**src/source/mcu_pkg.sv**
```systemverilog
package mcu_pkg;

   localparam int CODE_AW    = 9;
   localparam int DATA_AW    = 9;     // msb stays zero, 256 bytes used
   localparam int LOAD_BYTES = 64;
   localparam int BIT_CYCLES = 104;   // clocks per serial bit
   localparam int BIT_CNT_W  = $clog2(BIT_CYCLES);

   localparam logic [15:0] TX_PORT_ADDR = 16'h0201;

   typedef enum logic [2:0] {
      ST_FETCH   = 3'd0,
      ST_DECODE0 = 3'd1,
      ST_DECODE1 = 3'd2,
      ST_DECODE2 = 3'd3,
      ST_EXECUTE = 3'd4
   } cpu_state_e;

   // register forms (rn) hold the base value, low three bits zero
   typedef enum logic [7:0] {
      NOP    = 8'h00,   // also stands in for unsupported bytes
      LJMP   = 8'h02,
      INCA   = 8'h04,
      INCR   = 8'h08,
      DECA   = 8'h14,
      DECR   = 8'h18,
      ADDAI  = 8'h24,
      ADDAR  = 8'h28,
      JC     = 8'h40,
      JNC    = 8'h50,
      JZ     = 8'h60,
      XRLA   = 8'h64,
      MOVAI  = 8'h74,
      MOVRI  = 8'h78,
      SJMP   = 8'h80,
      MOVDP  = 8'h90,
      SUBBAI = 8'h94,
      CLRC   = 8'hC3,
      SETBC  = 8'hD3,
      CLRA   = 8'hE4,
      MOVAD  = 8'hE5,
      MOVAR  = 8'hE8,
      MOVXDA = 8'hF0,
      CPLA   = 8'hF4,
      MOVDA  = 8'hF5,
      MOVRA  = 8'hF8
   } opcode_e;

   typedef enum logic [1:0] {
      RX_IDLE,
      RX_START,
      RX_RECV,
      RX_STOP
   } rx_state_e;

   typedef enum logic [1:0] {
      TX_IDLE,
      TX_START,
      TX_SEND
   } tx_state_e;

endpackage

```
**src/source/uart_rx.sv**
```systemverilog
`timescale 1ns/1ps

module uart_rx (
   input  logic       i_clk,
   input  logic       i_nrst,
   input  logic       i_uart_rx,
   output logic [7:0] o_rx_data,
   output logic       o_rx_valid
);
   import mcu_pkg::*;

   rx_state_e            state;
   logic                 rx_q;       // resampled line
   logic [BIT_CNT_W-1:0] cnt;
   logic                 half_bit;
   logic                 full_bit;
   logic [7:0]           shreg;

   assign half_bit = (cnt == BIT_CNT_W'(BIT_CYCLES / 2 - 1));
   assign full_bit = (cnt == BIT_CNT_W'(BIT_CYCLES - 1));

   always_ff @(posedge i_clk or negedge i_nrst) begin
      if (!i_nrst) rx_q <= 1'b1;
      else         rx_q <= i_uart_rx;
   end

   always_ff @(posedge i_clk or negedge i_nrst) begin
      if (!i_nrst) begin
         state <= RX_IDLE;
         cnt   <= '0;
      end else begin
         cnt <= cnt + 1'b1;
         case (state)
            RX_IDLE: begin
               cnt <= '0;
               if (!rx_q) state <= RX_START;   // falling edge
            end
            RX_START: begin
               if (half_bit) begin
                  cnt   <= '0;
                  state <= rx_q ? RX_IDLE : RX_RECV;   // high again means a glitch
               end
            end
            RX_RECV: begin
               if (full_bit) begin
                  cnt <= '0;
                  if (shreg[0]) state <= RX_STOP;   // sentinel hit bit 0, eighth bit in
               end
            end
            RX_STOP: begin
               if (full_bit) begin
                  cnt   <= '0;
                  state <= RX_IDLE;
               end
            end
         endcase
      end
   end

   // lsb first, marker bit walks down ahead of the data
   always_ff @(posedge i_clk) begin
      if (state == RX_START && half_bit)     shreg <= 8'h80;
      else if (state == RX_RECV && full_bit) shreg <= {rx_q, shreg[7:1]};
   end

   assign o_rx_data  = shreg;
   assign o_rx_valid = (state == RX_STOP) && full_bit;

   a_valid_pulse: assert property (@(posedge i_clk) disable iff (!i_nrst)
      o_rx_valid |=> !o_rx_valid);

endmodule

```
**src/source/uart_tx.sv**
```systemverilog
`timescale 1ns/1ps

module uart_tx (
   input  logic       i_clk,
   input  logic       i_nrst,
   input  logic       i_tx_valid,
   input  logic [7:0] i_tx_data,
   output logic       o_tx_ready,
   output logic       o_uart_tx
);
   import mcu_pkg::*;

   tx_state_e            state;
   logic [BIT_CNT_W-1:0] cnt;
   logic [3:0]           bit_cnt;
   logic [7:0]           shreg;
   logic                 full_bit;

   assign full_bit   = (cnt == BIT_CNT_W'(BIT_CYCLES - 1));
   assign o_tx_ready = (state == TX_IDLE);
   assign o_uart_tx  = (state == TX_IDLE)  ? 1'b1 :
                       (state == TX_START) ? 1'b0 :
                                             shreg[7];   // msb first

   always_ff @(posedge i_clk or negedge i_nrst) begin
      if (!i_nrst) begin
         state   <= TX_IDLE;
         cnt     <= '0;
         bit_cnt <= '0;
      end else begin
         cnt <= full_bit ? '0 : cnt + 1'b1;
         case (state)
            TX_IDLE: begin
               cnt <= '0;
               if (i_tx_valid) state <= TX_START;
            end
            TX_START: begin
               if (full_bit) begin
                  state   <= TX_SEND;
                  bit_cnt <= '0;
               end
            end
            TX_SEND: begin
               if (full_bit) begin
                  bit_cnt <= bit_cnt + 1'b1;
                  if (bit_cnt == 4'd8) state <= TX_IDLE;   // 8 data + stop
               end
            end
            default: state <= TX_IDLE;
         endcase
      end
   end

   // ones shift in behind the data and form the stop bit
   always_ff @(posedge i_clk) begin
      if (i_tx_valid && o_tx_ready)          shreg <= i_tx_data;
      else if (state == TX_SEND && full_bit) shreg <= {shreg[6:0], 1'b1};
   end

endmodule

```
**src/source/program_loader.sv**
```systemverilog
`timescale 1ns/1ps

module program_loader (
   input  logic                        i_clk,
   input  logic                        i_nrst,
   input  logic [7:0]                  i_rx_data,
   input  logic                        i_rx_valid,
   input  logic [mcu_pkg::CODE_AW-1:0] i_pc,
   output logic                        o_load_done,
   output logic                        o_code_wr,
   output logic [mcu_pkg::CODE_AW-1:0] o_code_addr,
   output logic [7:0]                  o_code_data
);
   import mcu_pkg::*;

   logic [CODE_AW-1:0] cnt;     // bytes written so far
   logic               done;

   assign o_code_wr   = i_rx_valid & ~done;
   assign o_code_addr = done ? i_pc : cnt;
   assign o_code_data = i_rx_data;
   assign o_load_done = done;

   always_ff @(posedge i_clk or negedge i_nrst) begin
      if (!i_nrst) begin
         cnt  <= '0;
         done <= 1'b0;
      end else if (o_code_wr) begin
         cnt <= cnt + 1'b1;
         if (cnt == CODE_AW'(LOAD_BYTES - 1)) done <= 1'b1;   // sticky until reset
      end
   end

endmodule

```
**src/source/cpu_control.sv**
```systemverilog
`timescale 1ns/1ps

module cpu_control (
   input  logic                        i_clk,
   input  logic                        i_nrst,
   input  logic                        i_load_done,
   input  logic [7:0]                  i_code_data,
   input  logic                        i_acc_zero,
   input  logic                        i_carry,
   input  logic                        i_exec_stall,
   output logic [mcu_pkg::CODE_AW-1:0] o_pc,
   output mcu_pkg::opcode_e            o_opcode,
   output logic [2:0]                  o_reg_idx,
   output logic [7:0]                  o_imm1,
   output logic [7:0]                  o_imm2,
   output logic                        o_exec
);
   import mcu_pkg::*;

   cpu_state_e         state;
   cpu_state_e         state_nxt;
   logic [CODE_AW-1:0] pc;
   logic [CODE_AW-1:0] pc_nxt;
   opcode_e            dec_op;
   logic [1:0]         dec_len;
   logic [1:0]         cur_len;
   logic               take_rel;
   logic [CODE_AW-1:0] rel_off;
   logic [15:0]        abs_addr;

   // rn forms fold to their base, anything unknown becomes a 1 byte nop
   function automatic opcode_e normalize(input logic [7:0] b);
      logic [7:0] base;
      base = {b[7:3], 3'b000};
      case (base)
         INCR, DECR, ADDAR, MOVRI, MOVAR, MOVRA: normalize = opcode_e'(base);
         default: begin
            case (b)
               LJMP, INCA, DECA, ADDAI, JC, JNC, JZ, XRLA, MOVAI, SJMP,
               MOVDP, SUBBAI, CLRC, SETBC, CLRA, MOVAD, MOVXDA, CPLA,
               MOVDA:   normalize = opcode_e'(b);
               default: normalize = NOP;
            endcase
         end
      endcase
   endfunction

   function automatic logic [1:0] op_len(input opcode_e op);
      case (op)
         LJMP, MOVDP: op_len = 2'd3;
         ADDAI, SUBBAI, XRLA, MOVAI, MOVRI, MOVAD, MOVDA,
         SJMP, JZ, JC, JNC: op_len = 2'd2;
         default:     op_len = 2'd1;
      endcase
   endfunction

   assign dec_op   = normalize(i_code_data);
   assign dec_len  = op_len(dec_op);
   assign cur_len  = op_len(o_opcode);
   assign rel_off  = {{(CODE_AW - 8){o_imm1[7]}}, o_imm1};
   assign abs_addr = {o_imm1, o_imm2};
   assign take_rel = (o_opcode == SJMP) | ((o_opcode == JZ) & i_acc_zero) |
                     ((o_opcode == JC) & i_carry) | ((o_opcode == JNC) & ~i_carry);

   //////////////////////////////////////////////////////////////////////
   // sequencer and pc
   // pc runs one byte ahead of the code data, so in execute it already
   // points at the next instruction

   always_comb begin
      state_nxt = state;
      pc_nxt    = pc;
      case (state)
         ST_FETCH: begin
            if (i_load_done) begin
               state_nxt = ST_DECODE0;
               pc_nxt    = pc + 1'b1;
            end
         end
         ST_DECODE0: begin
            if (dec_len == 2'd1) begin
               state_nxt = ST_EXECUTE;
            end else begin
               state_nxt = ST_DECODE1;
               pc_nxt    = pc + 1'b1;
            end
         end
         ST_DECODE1: begin
            if (cur_len == 2'd3) begin
               state_nxt = ST_DECODE2;
               pc_nxt    = pc + 1'b1;
            end else begin
               state_nxt = ST_EXECUTE;
            end
         end
         ST_DECODE2: state_nxt = ST_EXECUTE;
         ST_EXECUTE: begin
            if (!i_exec_stall) state_nxt = ST_FETCH;   // held while tx is busy
            if (take_rel)              pc_nxt = pc + rel_off;
            else if (o_opcode == LJMP) pc_nxt = abs_addr[CODE_AW-1:0];
         end
         default: state_nxt = ST_FETCH;
      endcase
   end

   always_ff @(posedge i_clk or negedge i_nrst) begin
      if (!i_nrst) begin
         state     <= ST_FETCH;
         pc        <= '0;
         o_opcode  <= NOP;
         o_reg_idx <= '0;
      end else begin
         state <= state_nxt;
         pc    <= pc_nxt;
         if (state == ST_DECODE0) begin
            o_opcode  <= dec_op;
            o_reg_idx <= i_code_data[2:0];
         end
      end
   end

   // operand bytes
   always_ff @(posedge i_clk) begin
      if (state == ST_DECODE1) o_imm1 <= i_code_data;
      if (state == ST_DECODE2) o_imm2 <= i_code_data;
   end

   assign o_pc   = pc;
   assign o_exec = (state == ST_EXECUTE);

   a_state_legal: assert property (@(posedge i_clk) disable iff (!i_nrst)
      state inside {ST_FETCH, ST_DECODE0, ST_DECODE1, ST_DECODE2, ST_EXECUTE});

endmodule

```
**src/source/cpu_datapath.sv**
```systemverilog
`timescale 1ns/1ps

module cpu_datapath (
   input  logic                        i_clk,
   input  logic                        i_nrst,
   input  mcu_pkg::opcode_e            i_opcode,
   input  logic [2:0]                  i_reg_idx,
   input  logic [7:0]                  i_imm1,
   input  logic [7:0]                  i_imm2,
   input  logic                        i_exec,
   input  logic [7:0]                  i_data_data,
   input  logic                        i_tx_ready,
   output logic                        o_acc_zero,
   output logic                        o_carry,
   output logic                        o_exec_stall,
   output logic                        o_data_wr,
   output logic [mcu_pkg::DATA_AW-1:0] o_data_addr,
   output logic [7:0]                  o_data_data,
   output logic                        o_tx_valid,
   output logic [7:0]                  o_tx_data
);
   import mcu_pkg::*;

   logic [7:0]  acc;
   logic [7:0]  acc_nxt;
   logic [7:0]  regs [8];
   logic [7:0]  r_sel;
   logic [7:0]  r_nxt;
   logic        r_wr;
   logic        carry;
   logic        carry_nxt;
   logic [15:0] dptr;
   logic [7:0]  alu_b;
   logic        alu_sub;
   logic [8:0]  alu_res;
   logic        upd;

   assign upd   = i_exec & ~o_exec_stall;   // commit on the last execute cycle
   assign r_sel = regs[i_reg_idx];

   //////////////////////////////////////////////////////////////////////
   // alu

   always_comb begin
      alu_b   = i_imm1;
      alu_sub = 1'b0;
      case (i_opcode)
         ADDAR:  alu_b = r_sel;
         INCA:   alu_b = 8'd1;
         DECA: begin
            alu_b   = 8'd1;
            alu_sub = 1'b1;
         end
         SUBBAI: alu_sub = 1'b1;
         default: ;
      endcase
   end

   // bit 8 is carry out on add, borrow on subtract
   assign alu_res = alu_sub ?
                    ({1'b0, acc} - {1'b0, alu_b} - {8'd0, carry & (i_opcode == SUBBAI)}) :
                    ({1'b0, acc} + {1'b0, alu_b});

   always_comb begin
      acc_nxt   = acc;
      carry_nxt = carry;
      r_nxt     = r_sel;
      r_wr      = 1'b0;
      case (i_opcode)
         MOVAI: acc_nxt = i_imm1;
         ADDAI, ADDAR, SUBBAI: begin
            acc_nxt   = alu_res[7:0];
            carry_nxt = alu_res[8];
         end
         INCA, DECA: acc_nxt = alu_res[7:0];   // carry untouched
         XRLA:  acc_nxt = acc ^ i_imm1;
         CLRA:  acc_nxt = 8'd0;
         CPLA:  acc_nxt = ~acc;
         MOVAR: acc_nxt = r_sel;
         MOVAD: acc_nxt = i_data_data;
         CLRC:  carry_nxt = 1'b0;
         SETBC: carry_nxt = 1'b1;
         MOVRA: begin
            r_nxt = acc;
            r_wr  = 1'b1;
         end
         MOVRI: begin
            r_nxt = i_imm1;
            r_wr  = 1'b1;
         end
         INCR: begin
            r_nxt = r_sel + 8'd1;
            r_wr  = 1'b1;
         end
         DECR: begin
            r_nxt = r_sel - 8'd1;
            r_wr  = 1'b1;
         end
         default: ;
      endcase
   end

   always_ff @(posedge i_clk or negedge i_nrst) begin
      if (!i_nrst) begin
         acc   <= '0;
         carry <= 1'b0;
         dptr  <= '0;
         for (int i = 0; i < 8; i++) regs[i] <= '0;
      end else if (upd) begin
         acc   <= acc_nxt;
         carry <= carry_nxt;
         if (r_wr) regs[i_reg_idx] <= r_nxt;
         if (i_opcode == MOVDP) dptr <= {i_imm1, i_imm2};
      end
   end

   //////////////////////////////////////////////////////////////////////
   // data memory and transmit port

   assign o_acc_zero   = (acc == 8'd0);
   assign o_carry      = carry;
   assign o_data_wr    = i_exec & (i_opcode == MOVDA);
   assign o_data_addr  = {{(DATA_AW - 8){1'b0}}, i_imm1};   // movad reads the same address
   assign o_data_data  = acc;
   assign o_tx_valid   = i_exec & (i_opcode == MOVXDA) & (dptr == TX_PORT_ADDR);
   assign o_tx_data    = acc;
   assign o_exec_stall = o_tx_valid & ~i_tx_ready;

   // byte offered to the transmitter waits unchanged until taken
   a_tx_hold: assert property (@(posedge i_clk) disable iff (!i_nrst)
      (o_tx_valid && !i_tx_ready) |=> (o_tx_valid && $stable(o_tx_data)));

endmodule

```
**src/source/mcu_top.sv**
```systemverilog
`timescale 1ns/1ps

module mcu_top (
   input  logic                        i_clk,
   input  logic                        i_nrst,
   input  logic                        i_uart_rx,
   input  logic [7:0]                  i_code_data,
   input  logic [7:0]                  i_data_data,
   output logic                        o_uart_tx,
   output logic                        o_code_wr,
   output logic [mcu_pkg::CODE_AW-1:0] o_code_addr,
   output logic [7:0]                  o_code_data,
   output logic                        o_data_wr,
   output logic [mcu_pkg::DATA_AW-1:0] o_data_addr,
   output logic [7:0]                  o_data_data
);
   import mcu_pkg::*;

   logic [7:0]         rx_data;
   logic               rx_valid;
   logic               load_done;
   logic [CODE_AW-1:0] pc;
   opcode_e            opcode;
   logic [2:0]         reg_idx;
   logic [7:0]         imm1;
   logic [7:0]         imm2;
   logic               exec;
   logic               acc_zero;
   logic               carry;
   logic               exec_stall;
   logic               tx_valid;
   logic               tx_ready;
   logic [7:0]         tx_data;

   uart_rx uart_rx_inst (
      .i_clk      (i_clk),
      .i_nrst     (i_nrst),
      .i_uart_rx  (i_uart_rx),
      .o_rx_data  (rx_data),
      .o_rx_valid (rx_valid)
   );

   program_loader program_loader_inst (
      .i_clk       (i_clk),
      .i_nrst      (i_nrst),
      .i_rx_data   (rx_data),
      .i_rx_valid  (rx_valid),
      .i_pc        (pc),
      .o_load_done (load_done),
      .o_code_wr   (o_code_wr),
      .o_code_addr (o_code_addr),
      .o_code_data (o_code_data)
   );

   cpu_control cpu_control_inst (
      .i_clk        (i_clk),
      .i_nrst       (i_nrst),
      .i_load_done  (load_done),
      .i_code_data  (i_code_data),
      .i_acc_zero   (acc_zero),
      .i_carry      (carry),
      .i_exec_stall (exec_stall),
      .o_pc         (pc),
      .o_opcode     (opcode),
      .o_reg_idx    (reg_idx),
      .o_imm1       (imm1),
      .o_imm2       (imm2),
      .o_exec       (exec)
   );

   cpu_datapath cpu_datapath_inst (
      .i_clk        (i_clk),
      .i_nrst       (i_nrst),
      .i_opcode     (opcode),
      .i_reg_idx    (reg_idx),
      .i_imm1       (imm1),
      .i_imm2       (imm2),
      .i_exec       (exec),
      .i_data_data  (i_data_data),
      .i_tx_ready   (tx_ready),
      .o_acc_zero   (acc_zero),
      .o_carry      (carry),
      .o_exec_stall (exec_stall),
      .o_data_wr    (o_data_wr),
      .o_data_addr  (o_data_addr),
      .o_data_data  (o_data_data),
      .o_tx_valid   (tx_valid),
      .o_tx_data    (tx_data)
   );

   uart_tx uart_tx_inst (
      .i_clk      (i_clk),
      .i_nrst     (i_nrst),
      .i_tx_valid (tx_valid),
      .i_tx_data  (tx_data),
      .o_tx_ready (tx_ready),
      .o_uart_tx  (o_uart_tx)
   );

endmodule

```
**config.mk**
```make
export PLATFORM = sky130hd
export DESIGN_NAME = mcu_top
export DESIGN_NICKNAME = d
export VERILOG_FILES = /design/src/source/mcu_pkg.sv /design/src/source/uart_rx.sv /design/src/source/uart_tx.sv /design/src/source/program_loader.sv /design/src/source/cpu_control.sv /design/src/source/cpu_datapath.sv /design/src/source/mcu_top.sv
export SDC_FILE = /design/constraint.sdc
export NUM_CORES = 1
export LEC_CHECK = 0
export ABC_AREA = 1
export ABC_CLOCK_PERIOD_IN_PS = 4019
export BUFFER_PORTS_ARGS = -buffer_cell sky130_fd_sc_hd__buf_2
export CAP_MARGIN = 40
export CORE_MARGIN = 2
export CORE_UTILIZATION = 35
export DETAILED_ROUTE_END_ITERATION = 10
export PLACE_DENSITY = 0.52
export SETUP_SLACK_MARGIN = 0.5
export SYNTH_ARGS = -nofsm -noshare
export SYNTH_HDL_FRONTEND = slang
export SYNTH_SLANG_ARGS = --single-unit
```
**constraint.sdc**
```tcl
create_clock -name i_clk -period 4.02 [get_ports i_clk]
set_input_delay 0.402 -clock i_clk [delete_from_list [all_inputs] [get_ports i_clk]]
set_output_delay 0.402 -clock i_clk [all_outputs]
set_load 0.02 [all_outputs]
```
==> impl_metrics.json <==
{
  "ff2ff_path_depth": 18,
  "die_h_um": 180.2,
  "yosysTopAreaCell": "dfrtp_1",
  "routed_wl_um": 32700,
  "routed.top_layer": "met5",
  "synth_nets": 1569,
  "grt_pass1_wl_um": 52820,
  "groute.usage.overall_pct": 20.34,
  "worstSkewPairLatency_ps": 450,
  "r2r-start": "cpu_control_inst.o_reg_idx[0]$_DFFE_PN0P_",
  "switchingPower_uw": 985.7,
  "dr_wl_met3_um": 1406,
  "clockPowerShare_pct": 43.4,
  "crit_path_start_kind": "register",
  "total_power_uw": 3725,
  "ctsHtreeMaxLevel": 4,
  "port_buffers": 54,
  "cts_tree": "built",
  "status": "finished, violations left",
  "relSlewSlack_pct": 45.16,
  "wl_met2_um": 15260,
  "finalWeightedCongestion": 0.8904,
  "violations": "negative hold slack",
  "drv_slew": 0,
  "ant_nets": 0,
  "final_net_count": 1659,
  "grt_pass1_vias": 9719,
  "vias": 10080,
  "wirelength_met1_um": 15110,
  "ios": 56,
  "area_growth_pct": 15.25,
  "p_comb_share_pct": 5.7,
  "synth_seq_cells": 177,
  "critPathMaxFanout": 8,
  "crit_arrival_ps": 3740,
  "fmax_mhz": 298.4,
  "r2r_setup_slack_ps": 670,
  "coreArea_um2": 30590,
  "ys_seq_area_share_pct": 41.51,
  "criticalPathCategory": "register to register",
  "synthTopCellsByArea": "dfrtp_1 (33%), nand2_1 (17%), inv_1 (6.7%)",
  "swShare_pct": 26.47,
  "die_x_um": 180.2,
  "grt_antenna_before_repair": 2,
  "internal_power_uw": 2739,
  "first_pass_iters": 5,
  "drive_gt1_share_pct": 10.31,
  "yosysMostFrequentCell": "nand2_1",
  "hold_ws_ps": -18.62,
  "viasPerCell": 5.045,
  "overflow": 0,
  "dpl.hpwl_um": 24430,
  "ys_warn_count": 0,
  "max_cap_violations": 0,
  "synth_common_cells": "nand2_1 (485), inv_1 (194), dfrtp_1 (144), o21ai_0 (134), nor2_1 (133)",
  "synth_async_sr_flop_share_pct": 81.92,
  "synthFlopType": "dfrtp_1",
  "reg2reg_to": "cpu_datapath_inst.o_data_data[4]$_DFFE_PN0P_",
  "syn_avg_cell_area_um2": 7.253,
  "setup_viol": 0,
  "fin_crit_ps": 3351,
  "required_ps": 4410,
  "tns_ps": 0,
  "grt_max_degree": 76,
  "hp-class": "primary input to async pin",
  "synth_cells": 1498,
  "netlist_area_um2": 10870,
  "p_per_area_nw_per_um2": 297.5,
  "wl_per_cell_um": 16.37,
  "cts.clk_slew.worst_paths_ps": 80,
  "die_area_um2": 32470,
  "ir_drop_mv": 0.3176,
  "final_hold_viol_count": 3,
  "drt_iter0_markers": 723,
  "seq_power_share_pct": 50.9,
  "drc": 0,
  "cts-root-buf": "clkbuf_16",
  "cp-end-kind": "register",
  "synth_top_cell_area_share_pct": 33.16,
  "fin_worst_skew_ps": 19.30,
  "ys_types": 46,
  "final.period_utilization_pct": 83.35,
  "rsz0062_at_grt": "no",
  "final_area_um2": 12520,
  "dpl_cell_area_um2": 11710,
  "rows": 64,
  "clockBufferDepth": 2,
  "start_util_pct": 35.52,
  "synth-edff-count": 24,
  "clock_sinks": 177,
  "cts-buffers-inserted": 17,
  "p_leak_uw": 0.006056,
  "worst_pin_slew_ps": 817.2
}
## critical path, cell delays in order, from the launching register on
cell and delay, ps:
dfrtp_2 430, clkinvlp_4 200, buf_4 160, nand2_1 50, nand3_1 70, nand2_1 140
nor2_4 200, o211ai_1 160, fa_1 480, fa_1 420, nand2_1 140, nand2_1 70
nand2_1 80, nor2_1 40, o21ai_0 260, nand3_1 120, nand4_1 110, nand3_1 90
nand2_1 70
## layout make-up
class	count	area (um2)
diodes	1	2.502
clock buffers	17	425.4
clock inverters	15	126.4
fillers	3229	18070
inverters	198	747.0
multi-input cells	1104	5657
flip-flops and latches	177	4514
well taps	396	495.5
repair buffers	90	554.3
## what timing repair did
item,in CTS,in global routing
resized for setup,8,29
hold buffers,0,0
endpoints found under the setup margin,7,32
pin swaps,1,6
setup buffers,4,14
## power groups by stage
| stage | Combinational [uW] | Clock [uW] | Sequential [uW] |
|---|---|---|---|
| after floorplan | 135 | 0 | 1920 |
| after global placement | 211 | 0 | 1930 |
| after detailed placement | 217 | 0 | 1930 |
| after CTS | 218 | 1650 | 1900 |
| after global routing | 248 | 1730 | 1900 |
| final | 212 | 1620 | 1900 |
## cell families (layout without fill, tap and decap cells)
group / count (synthesis) / in the layout / synth area share, %
compound gates: 244 / 244 / 12.54
fa+ha+maj: 52 / 52 / 6.333
xor+xnor: 35 / 35 / 2.821
buf+inv: 217 / 320 / 7.543
other cells: 1 / 2 / 0.03451
simple gates: 772 / 772 / 29.21
flops: 177 / 177 / 41.51
## stage by stage
stage	worst slack, ps	cells	utilization [%]
2_1_floorplan	1010	1498	-
3_3_place_gp	335.3	1945	38.24
3_5_place_dp	297.1	1947	38.28
4_1_cts	517.4	1983	40.24
5_1_grt	482.1	1997	40.93
6_report	669.2	1998	40.94
## per-layer routing
layer / track usage, % / vias to the layer above
li1: - / 5052
met1: 27.68 / 4739
met2: 32.93 / 242
met3: 3.213 / 45
met4: 6.968 / 2
met5: 0 / -
## how the worst max path moves through the flow
stage	start	slack [ps]	cells past startpoint	to
floorplan	cpu_control_inst.o_reg_idx[0]$_DFFE_PN0P_	1010	23	cpu_datapath_inst.o_data_data[6]$_DFFE_PN0P_
global placement	cpu_control_inst.o_reg_idx[0]$_DFFE_PN0P_	340	18	cpu_datapath_inst.o_data_data[5]$_DFFE_PN0P_
detailed placement	cpu_control_inst.o_reg_idx[0]$_DFFE_PN0P_	300	18	cpu_datapath_inst.o_data_data[5]$_DFFE_PN0P_
CTS	cpu_control_inst.o_reg_idx[2]$_DFFE_PN0P_	520	19	cpu_datapath_inst.o_data_data[4]$_DFFE_PN0P_
global route	cpu_control_inst.o_reg_idx[1]$_DFFE_PN0P_	480	22	cpu_datapath_inst.o_data_data[7]$_DFFE_PN0P_
finish	cpu_control_inst.o_reg_idx[0]$_DFFE_PN0P_	670	18	cpu_datapath_inst.o_data_data[4]$_DFFE_PN0P_
## cells in the final DEF (no fill, tap or decap), types with 4 or more instances in the layout
cell       instances
o22ai_1           18
nand2_1          480
a21boi_0           7
clkbuf_16         17
nor2_2             4
edfxtp_1          24
a21oi_1           43
nor2_4             5
o2111ai_1          4
dfrtp_1          141
o21ai_0          132
inv_2              5
ha_1              45
nand4_1           27
o31ai_1            4
nand2_2            5
buf_4             33
nor2_1           126
a22oi_1            4
nand3b_1           4
xor2_1            26
buf_2             55
dfxtp_1            8
o211ai_1           5
nor4_1             5
nor3_2             4
a31oi_1            5
nand3_1           83
inv_6              5
xnor2_1            9
fa_1               5
inv_1            190
nor3_1            20
## sequential cells by signal (all words and copies together), names as in the netlist, 9 cells and up, named ones only
name                     cells
cpu_control_inst.o_pc        9
cpu_datapath_inst.regs      64
cpu_datapath_inst.dptr      16
program_loader_inst.cnt      9
No activity file was read; power rests on OpenSTA's default activity.
